===== src/rider_status_pkg.sv =====
`default_nettype none

package rider_status_pkg;

  // Firmware version fields shown in register 00
  localparam logic [7:0] MAJOR_REV = 8'd4;
  localparam logic [7:0] MINOR_REV = 8'd2;
  localparam logic [7:0] PATCH_REV = 8'd7;

  // Status map indices in use
  // Any index not listed here reads as zero
  typedef enum logic [4:0] {
    REG_FPGA_STATUS    = 5'd0,
    REG_ERROR          = 5'd1,
    REG_TRIG_NUM       = 5'd11,
    REG_TS_LSB         = 5'd12,
    REG_TS_MSB         = 5'd13,
    REG_THRES_CORRUPT  = 5'd15,
    REG_CNT_CORRUPT    = 5'd16,
    REG_THRES_UNKNOWN  = 5'd17,
    REG_CNT_UNKNOWN    = 5'd18,
    REG_THRES_OVERFLOW = 5'd19,
    REG_CNT_OVERFLOW   = 5'd20,
    REG_RAW_TRIG       = 5'd29,
    REG_LAST_READOUT   = 5'd30,
    REG_ACCEPTED_TRIG  = 5'd31
  } reg_addr_e;

  // Static board levels, MSB first as they appear in register 00
  typedef struct packed {
    logic is_golden;
    logic prog_chan_done;
    logic async_mode;
    logic cbuf_mode;
  } board_status_t;

  // Programmable soft error limits, zero disables a flag
  typedef struct packed {
    logic [31:0] thres_data_corrupt;
    logic [31:0] thres_unknown_ttc;
    logic [31:0] thres_ddr3_overflow;
  } soft_err_thres_t;

  // Counts and sticky flags from the soft error monitor
  typedef struct packed {
    logic [31:0] cs_mismatch_count;
    logic [31:0] unknown_cmd_count;
    logic [31:0] ddr3_overflow_count;
    logic        error_data_corrupt;
    logic        error_unknown_ttc;
    logic        error_ddr3_overflow;
  } soft_err_status_t;

  // Front panel trigger bookkeeping
  typedef struct packed {
    logic [31:0] raw_ext_trigger_count;
    logic [31:0] accepted_ext_trigger_count;
    logic [23:0] trig_num;
    logic [43:0] trig_timestamp;
    logic [23:0] pulse_trigs_last_readout;
  } trig_status_t;

endpackage

`default_nettype wire

===== src/status_subsystem_top.sv =====
`timescale 1ns/1ps
`default_nettype none

module status_subsystem_top #(
  parameter int COUNT_WIDTH = 32,
  parameter int TS_WIDTH    = 44
) (
  input  logic                              clk,
  input  logic                              rst_n,
  // Static board levels
  input  rider_status_pkg::board_status_t   board_status,
  // Soft error limits from the control register file
  input  rider_status_pkg::soft_err_thres_t thresholds,
  // Soft error strobes
  input  logic                              data_corrupt_evt,
  input  logic                              unknown_ttc_evt,
  input  logic                              ddr3_overflow_evt,
  // Front panel trigger path
  input  logic                              ext_trig,
  input  logic                              accept_triggers,
  input  logic                              readout_done,
  // Slow-control read port
  input  logic                              rd_en,
  input  logic [4:0]                        rd_addr,
  output logic                              rd_valid,
  output logic [31:0]                       rd_data
);

  import rider_status_pkg::*;

  soft_err_status_t soft_err;
  trig_status_t     trig;

  // Saturating soft error counters and sticky flags
  soft_error_monitor #(
    .COUNT_WIDTH (COUNT_WIDTH)
  ) u_soft_error_monitor (
    .clk               (clk),
    .rst_n             (rst_n),
    .data_corrupt_evt  (data_corrupt_evt),
    .unknown_ttc_evt   (unknown_ttc_evt),
    .ddr3_overflow_evt (ddr3_overflow_evt),
    .thresholds        (thresholds),
    .status            (soft_err)
  );

  // Raw, accepted and per-readout trigger counts with timestamp
  trigger_counter #(
    .TS_WIDTH (TS_WIDTH)
  ) u_trigger_counter (
    .clk             (clk),
    .rst_n           (rst_n),
    .ext_trig        (ext_trig),
    .accept_triggers (accept_triggers),
    .readout_done    (readout_done),
    .status          (trig)
  );

  // 32-word status map behind the read port
  status_reg_block u_status_reg_block (
    .clk          (clk),
    .rst_n        (rst_n),
    .rd_en        (rd_en),
    .rd_addr      (reg_addr_e'(rd_addr)),
    .board_status (board_status),
    .thresholds   (thresholds),
    .soft_err     (soft_err),
    .trig         (trig),
    .rd_valid     (rd_valid),
    .rd_data      (rd_data)
  );

endmodule

`default_nettype wire


===== src/status_reg_block.sv =====
`timescale 1ns/1ps
`default_nettype none

module status_reg_block (
  input  logic                               clk,
  input  logic                               rst_n,
  // Slow-control read port, strobe with fixed one-cycle reply
  input  logic                               rd_en,
  input  rider_status_pkg::reg_addr_e        rd_addr,
  // Status sources
  input  rider_status_pkg::board_status_t    board_status,
  input  rider_status_pkg::soft_err_thres_t  thresholds,
  input  rider_status_pkg::soft_err_status_t soft_err,
  input  rider_status_pkg::trig_status_t     trig,
  output logic                               rd_valid,
  output logic [31:0]                        rd_data
);

  import rider_status_pkg::*;

  logic [31:0] rd_word;

  // Word selected by the current address
  always_comb begin
    rd_word = '0;
    case (rd_addr)
      // Board levels on top, version in the low 24 bits
      REG_FPGA_STATUS: begin
        rd_word = {board_status.is_golden, board_status.prog_chan_done,
                   board_status.async_mode, board_status.cbuf_mode,
                   4'd0, MAJOR_REV, MINOR_REV, PATCH_REV};
      end
      // Soft error flags, data corrupt in bit 0
      REG_ERROR: begin
        rd_word = {29'd0, soft_err.error_ddr3_overflow,
                   soft_err.error_unknown_ttc, soft_err.error_data_corrupt};
      end
      REG_TRIG_NUM: begin
        rd_word = {8'd0, trig.trig_num};
      end
      // Timestamp split over two words
      REG_TS_LSB: begin
        rd_word = trig.trig_timestamp[31:0];
      end
      REG_TS_MSB: begin
        rd_word = {20'd0, trig.trig_timestamp[43:32]};
      end
      // Thresholds next to their counts
      REG_THRES_CORRUPT: begin
        rd_word = thresholds.thres_data_corrupt;
      end
      REG_CNT_CORRUPT: begin
        rd_word = soft_err.cs_mismatch_count;
      end
      REG_THRES_UNKNOWN: begin
        rd_word = thresholds.thres_unknown_ttc;
      end
      REG_CNT_UNKNOWN: begin
        rd_word = soft_err.unknown_cmd_count;
      end
      REG_THRES_OVERFLOW: begin
        rd_word = thresholds.thres_ddr3_overflow;
      end
      REG_CNT_OVERFLOW: begin
        rd_word = soft_err.ddr3_overflow_count;
      end
      // Front panel trigger counters
      REG_RAW_TRIG: begin
        rd_word = trig.raw_ext_trigger_count;
      end
      REG_LAST_READOUT: begin
        rd_word = {8'd0, trig.pulse_trigs_last_readout};
      end
      REG_ACCEPTED_TRIG: begin
        rd_word = trig.accepted_ext_trigger_count;
      end
      // Unused indices read zero
      default: begin
        rd_word = '0;
      end
    endcase
  end

  // Valid follows each strobe by one cycle
  always_ff @(posedge clk) begin
    if (!rst_n) begin
      rd_valid <= 1'b0;
    end else begin
      rd_valid <= rd_en;
    end
  end

  // Capture the word as it stood at the strobe edge
  always_ff @(posedge clk) begin
    if (rd_en) begin
      rd_data <= rd_word;
    end
  end

endmodule

`default_nettype wire


===== src/trigger_counter.sv =====
`timescale 1ns/1ps
`default_nettype none

module trigger_counter #(
  parameter int TS_WIDTH = 44
) (
  input  logic                           clk,
  input  logic                           rst_n,
  // One-cycle pulse per front panel trigger
  input  logic                           ext_trig,
  // Level, gates which triggers count as accepted
  input  logic                           accept_triggers,
  // One-cycle pulse when a readout completes
  input  logic                           readout_done,
  output rider_status_pkg::trig_status_t status
);

  logic                accepted;
  logic [TS_WIDTH-1:0] ts_count;
  logic [TS_WIDTH-1:0] ts_latch;
  logic [31:0]         raw_count;
  logic [31:0]         acc_count;
  logic [23:0]         trig_num;
  logic [23:0]         tally;
  logic [23:0]         last_tally;

  assign accepted = ext_trig & accept_triggers;

  // Free-running time base, starts at zero out of reset
  always_ff @(posedge clk) begin
    if (!rst_n) begin
      ts_count <= '0;
    end else begin
      ts_count <= ts_count + 1'b1;
    end
  end

  // Raw count sees every pulse regardless of accept
  always_ff @(posedge clk) begin
    if (!rst_n) begin
      raw_count <= '0;
    end else if (ext_trig) begin
      raw_count <= raw_count + 1'b1;
    end
  end

  // Accepted triggers get a number and a timestamp
  // trig_num wraps at 24 bits
  always_ff @(posedge clk) begin
    if (!rst_n) begin
      acc_count <= '0;
      trig_num  <= '0;
      ts_latch  <= '0;
    end else if (accepted) begin
      acc_count <= acc_count + 1'b1;
      trig_num  <= trig_num + 1'b1;
      ts_latch  <= ts_count;
    end
  end

  // Tally of accepted triggers since the previous readout
  // A trigger coinciding with readout_done opens the new interval
  always_ff @(posedge clk) begin
    if (!rst_n) begin
      tally      <= '0;
      last_tally <= '0;
    end else if (readout_done) begin
      last_tally <= tally;
      tally      <= accepted ? 24'd1 : 24'd0;
    end else if (accepted) begin
      tally <= tally + 1'b1;
    end
  end

  always_comb begin
    status                            = '0;
    status.raw_ext_trigger_count      = raw_count;
    status.accepted_ext_trigger_count = acc_count;
    status.trig_num                   = trig_num;
    // Fit the time base to the 44-bit field
    status.trig_timestamp             = 44'(ts_latch);
    status.pulse_trigs_last_readout   = last_tally;
  end

endmodule

`default_nettype wire


===== src/soft_error_monitor.sv =====
`timescale 1ns/1ps
`default_nettype none

module soft_error_monitor #(
  parameter int COUNT_WIDTH = 32
) (
  input  logic                               clk,
  input  logic                               rst_n,
  // Single-cycle event strobes
  input  logic                               data_corrupt_evt,
  input  logic                               unknown_ttc_evt,
  input  logic                               ddr3_overflow_evt,
  // Limits from the control register file
  input  rider_status_pkg::soft_err_thres_t  thresholds,
  output rider_status_pkg::soft_err_status_t status
);

  // Index 0 data corrupt, 1 unknown TTC, 2 DDR3 overflow
  localparam int NUM_SRC = 3;

  logic [NUM_SRC-1:0]     evt;
  logic [31:0]            thres [NUM_SRC];
  logic [COUNT_WIDTH-1:0] count [NUM_SRC];
  logic                   flag  [NUM_SRC];

  assign evt = {ddr3_overflow_evt, unknown_ttc_evt, data_corrupt_evt};

  assign thres[0] = thresholds.thres_data_corrupt;
  assign thres[1] = thresholds.thres_unknown_ttc;
  assign thres[2] = thresholds.thres_ddr3_overflow;

  // Same counter and flag logic for every source
  for (genvar i = 0; i < NUM_SRC; i++) begin : g_src
    logic [COUNT_WIDTH-1:0] count_next;
    logic                   at_max;
    logic                   limit_hit;

    // Hold at all ones instead of wrapping back to zero
    assign at_max     = &count[i];
    assign count_next = at_max ? count[i] : count[i] + 1'b1;

    // Compare against the value this strobe produces
    // Widths differ, so the shorter side is zero-extended
    assign limit_hit = (thres[i] != '0) && (count_next >= thres[i]);

    always_ff @(posedge clk) begin
      if (!rst_n) begin
        count[i] <= '0;
        flag[i]  <= 1'b0;
      end else if (evt[i]) begin
        count[i] <= count_next;
        // Sticky, only reset clears it
        if (limit_hit) begin
          flag[i] <= 1'b1;
        end
      end
    end
  end

  // Present counts as 32-bit words for the status map
  always_comb begin
    status                     = '0;
    status.cs_mismatch_count   = 32'(count[0]);
    status.unknown_cmd_count   = 32'(count[1]);
    status.ddr3_overflow_count = 32'(count[2]);
    status.error_data_corrupt  = flag[0];
    status.error_unknown_ttc   = flag[1];
    status.error_ddr3_overflow = flag[2];
  end

endmodule

`default_nettype wire


===== config.mk =====
export PLATFORM = sky130hd
export DESIGN_NAME = status_subsystem_top
export DESIGN_NICKNAME = d
export VERILOG_FILES = /design/src/rider_status_pkg.sv /design/src/status_subsystem_top.sv /design/src/status_reg_block.sv /design/src/trigger_counter.sv /design/src/soft_error_monitor.sv
export SDC_FILE = /design/constraint.sdc
export NUM_CORES = 1
export LEC_CHECK = 0
export ABC_AREA = 1
export BUFFER_PORTS_ARGS = -buffer_cell sky130_fd_sc_hd__buf_2
export CAP_MARGIN = 20
export CORE_AREA = 2 2 243 197
export CTS_BUF_LIST = sky130_fd_sc_hd__clkbuf_2 sky130_fd_sc_hd__clkbuf_4 sky130_fd_sc_hd__clkbuf_8
export DETAILED_ROUTE_END_ITERATION = 8
export DIE_AREA = 0 0 245 199
export PLACE_DENSITY = 0.67
export SYNTH_ARGS = -nofsm -noshare
export SYNTH_HDL_FRONTEND = slang
export SYNTH_SLANG_ARGS = --single-unit

===== constraint.sdc =====
create_clock -name clk -period 4.6 [get_ports clk]
set_input_delay 0.23 -clock clk [delete_from_list [all_inputs] [get_ports clk]]
set_output_delay 0.23 -clock clk [all_outputs]
set_load 0.05 [all_outputs]

==> results.json <==
{
  "status": "completed",
  "drt_pre_antenna_iters": 7,
  "final_common_cell": "nand2_1",
  "gp_congestion": 1.04,
  "worstPathArrival_ns": 4.08,
  "relSlewSlack_pct": 23.5,
  "io_pins": 147,
  "die_w_um": 245,
  "async_reset_ff_share_pct": 0,
  "hpwlAfterDp_um": 77200,
  "drtAntennaViolNets": 0,
  "critPathSlowestCell": "edfxtp_1",
  "grt_pass1_wl_um": 141000,
  "stdcell_count": 4132,
  "drt_iter0_drc": 3493,
  "grt_max_degree": 76,
  "synth-main-ff-cell": "dfxtp_1",
  "core_mm2": 0.0465,
  "ys_types": 52,
  "area_growth_pct": 12.7,
  "fin_tns_setup_ns": 0,
  "reg2regPathDepth": 17,
  "ys_ff_latch": 356,
  "cts_made_buffers": 66,
  "end_kind": "register",
  "max_stage_delay_ns": 0.49,
  "period_needed_ns": 3.69,
  "crit_type": "reg -> reg",
  "track_usage_pct": 39.1,
  "seq_area_frac_synth_pct": 36.8,
  "start_util_pct": 49.3,
  "leakage_nw": 10.6,
  "worst_ep_required_time_ns": 4.98,
  "cp_common_cell": "nand2_1",
  "hold_class": "in -> reg",
  "nNetsFinal": 3676,
  "fin_skew_ns": 0.0325,
  "wire_per_inst_um": 23.5,
  "start_kind": "register",
  "rows": 71,
  "drc_errors": 0,
  "slew_violations": 0,
  "startpoint": "u_soft_error_monitor.count[1][0]",
  "wirelength_um": 97200,
  "gr-total-overflow": 0,
  "num_vias": 24600,
  "cts_max_path_buffers": 3,
  "syn_nets": 3522,
  "cts_tree": "done",
  "path_cells": "ha_1 > nand3_1 > inv_1 > nand2_1 > nor2_1 > nand2_2 > buf_4 > nand2_1 > ha_1 > nand2_1 > nor4_1 > nand2_1 > nand2_1 > nand2_1 > nand2_1 > nand2_1 > nand2_1",
  "endpoint": "u_soft_error_monitor.flag[1]",
  "cp_top_family": "simple AND/OR/NAND/NOR gates",
  "fin_hold_ws_ns": 0.0389,
  "rsz0062_at_grt": "no",
  "worst_slew_pin_slew_ns": 1.15,
  "worstPathBufferInverterCount": 2,
  "synth-edff-count": 130,
  "die_area_mm2": 0.0488,
  "powerDensity_mw_per_mm2": 305,
  "drv_cap": 0,
  "dp_cells": 3997,
  "clkLatencyLatePin_ns": 0.67,
  "cts.clk_slew.worst_paths_ns": 0.08,
  "synth_area_mm2": 0.0229,
  "mostFrequentLayoutCells": "nand2_1, inv_1, nor2_1",
  "finalHoldViolations": 0,
  "cts_root_buf": "clkbuf_8",
  "antenna_found_initial": 4,
  "synthCells": 3304,
  "post-route-period-util_pct": 80.3,
  "worstReg2RegEnd": "u_soft_error_monitor.flag[1]",
  "ir_worst_vdd_v": 0.000326,
  "ctsHtreeMaxLevel": 3,
  "r2r-start": "u_soft_error_monitor.count[1][0]",
  "cp.depth": 17,
  "rrSetupSlack_ns": 0.91,
  "fillers": 4648,
  "grt_pass1_vias": 22000,
  "syn-mean-instance-area_um2": 6.93,
  "setup_viol": 0,
  "ys_warn_count": 0,
  "drive_gt1_share_pct": 9.60,
  "fmax_mhz": 271,
  "cp_max_fo": 36,
  "vias_per_cell": 5.96,
  "portBuffers": 146,
  "die_y_um": 199,
  "cts.sinks": 356
}
routing by layer:
metal | track usage, % | vias to the layer above | part of all wire [%]
li1 | - | 11300 | -
met4 | 12.4 | 6 | 3.2
met3 | 10.6 | 196 | 13
met5 | 0 | - | 0.031
met2 | 55.4 | 1517 | 40
met1 | 57.3 | 11600 | 44
Yosys cell counts (3+ instances only):
library cell  instances  share of area [%]
nand2_1             756                 12
inv_1               440                7.2
nor2_1              378                6.2
a21oi_1             320                7.0
dfxtp_1             226                 20
o21ai_0             163                3.6
nand3_1             156                3.4
edfxtp_1            130                 17
nor3_1              130                2.8
ha_1                104                5.7
xor2_1               82                3.1
o22ai_1              72                2.0
clkbuf_1             71                1.2
nand4_1              68                1.9
a211oi_1             25               0.82
nor4_1               24               0.66
buf_2                22               0.48
a221oi_1             17               0.65
xnor2_1              15               0.57
nor2_2               13               0.36
nor3b_1              10               0.33
o21a_1               10               0.33
nor2_4                7               0.34
nand2_2               6               0.16
nand3b_1              6               0.20
nor3_2                5               0.22
or2_2                 5               0.14
clkinv_1              4              0.066
a21o_1                3              0.098
and3_1                3              0.082
inv_2                 3              0.049
o2111ai_1             3               0.11
cell families after synthesis:
| kind of cell | after synthesis | share of synthesized area, % |
|---|---|---|
| xor+xnor | 97 | 3.71 |
| flops | 356 | 36.8 |
| simple gates | 1579 | 29.8 |
| buf+inv | 544 | 9.09 |
| fa+ha+maj | 104 | 5.68 |
| compound gates | 624 | 14.9 |
through the flow:
stage | worst slack (ns) | total power [mW] | instance area, µm² | util [%]
CTS | 1.03 | 7.85 | 25800 | 55.4
finish | 0.908 | 7.87 | 25800 | 55.5
global route | 0.722 | 8.09 | 25800 | 55.5
global placement | 1.06 | 4.43 | 24200 | 52.1
floorplan | 1.79 | 4.06 | 22900 | -
detailed placement | 1.03 | 4.44 | 24200 | 52.1
what timing repair did:
action / in CTS / in global routing
setup endpoints to repair: 0 / 0
setup buffers: 0 / 0
hold buffers: 11 / 0
resized for setup: 0 / 0
endpoints found under the hold margin: 11 / 0
sequential cells by signal, indices dropped and copies added, names as in the netlist, 24 cells and up:
register                      cells
u_status_reg_block.rd_data       32
u_trigger_counter.raw_count      32
u_trigger_counter.last_tally     24
u_trigger_counter.acc_count      32
u_soft_error_monitor.count       96
u_trigger_counter.ts_latch       44
u_trigger_counter.tally          24
u_trigger_counter.ts_count       44
u_trigger_counter.trig_num       24
report_power, final:
part	switching [mW]	internal, mW
Sequential	0.129	3.39
Clock	1.53	1.92
Combinational	0.649	0.256
worst register-to-register path, delay by kind of cell (launching register included):
| kind | cells | cell delay [ns] |
|---|---|---|
| buf+inv | 2 | 0.54 |
| fa+ha+maj | 2 | 0.64 |
| flops | 1 | 0.49 |
| simple gates | 13 | 1.76 |
worst min path at each step:
| stage | startpoint | to | slack, ns | depth (start not counted) |
|---|---|---|---|---|
| finish | thresholds[20] | u_status_reg_block.rd_data[20] | 0.04 | 3 |
| floorplan | rd_en | u_status_reg_block.rd_valid | 0.33 | 2 |
| global route | thresholds[20] | u_status_reg_block.rd_data[20] | 0.02 | 3 |
| detailed placement | u_soft_error_monitor.flag[2] | u_soft_error_monitor.flag[2] | 0.45 | 2 |
| global placement | u_soft_error_monitor.flag[2] | u_soft_error_monitor.flag[2] | 0.43 | 2 |
| CTS | thresholds[9] | u_status_reg_block.rd_data[9] | 0.006 | 3 |
layout make-up:
type | count | area, µm² | share of cell area, %
clock inverter | 24 | 225 | 0.873
timing repair buffer | 182 | 1060 | 4.10
clock buffer | 96 | 1230 | 4.78
sequential | 356 | 8430 | 32.7
antenna | 2 | 5.00 | 0.0194
inverter | 448 | 1680 | 6.52
multi-input combinational | 2404 | 12400 | 48.0
tap | 620 | 776 | 3.01
Power figures use the tool's default switching activity.
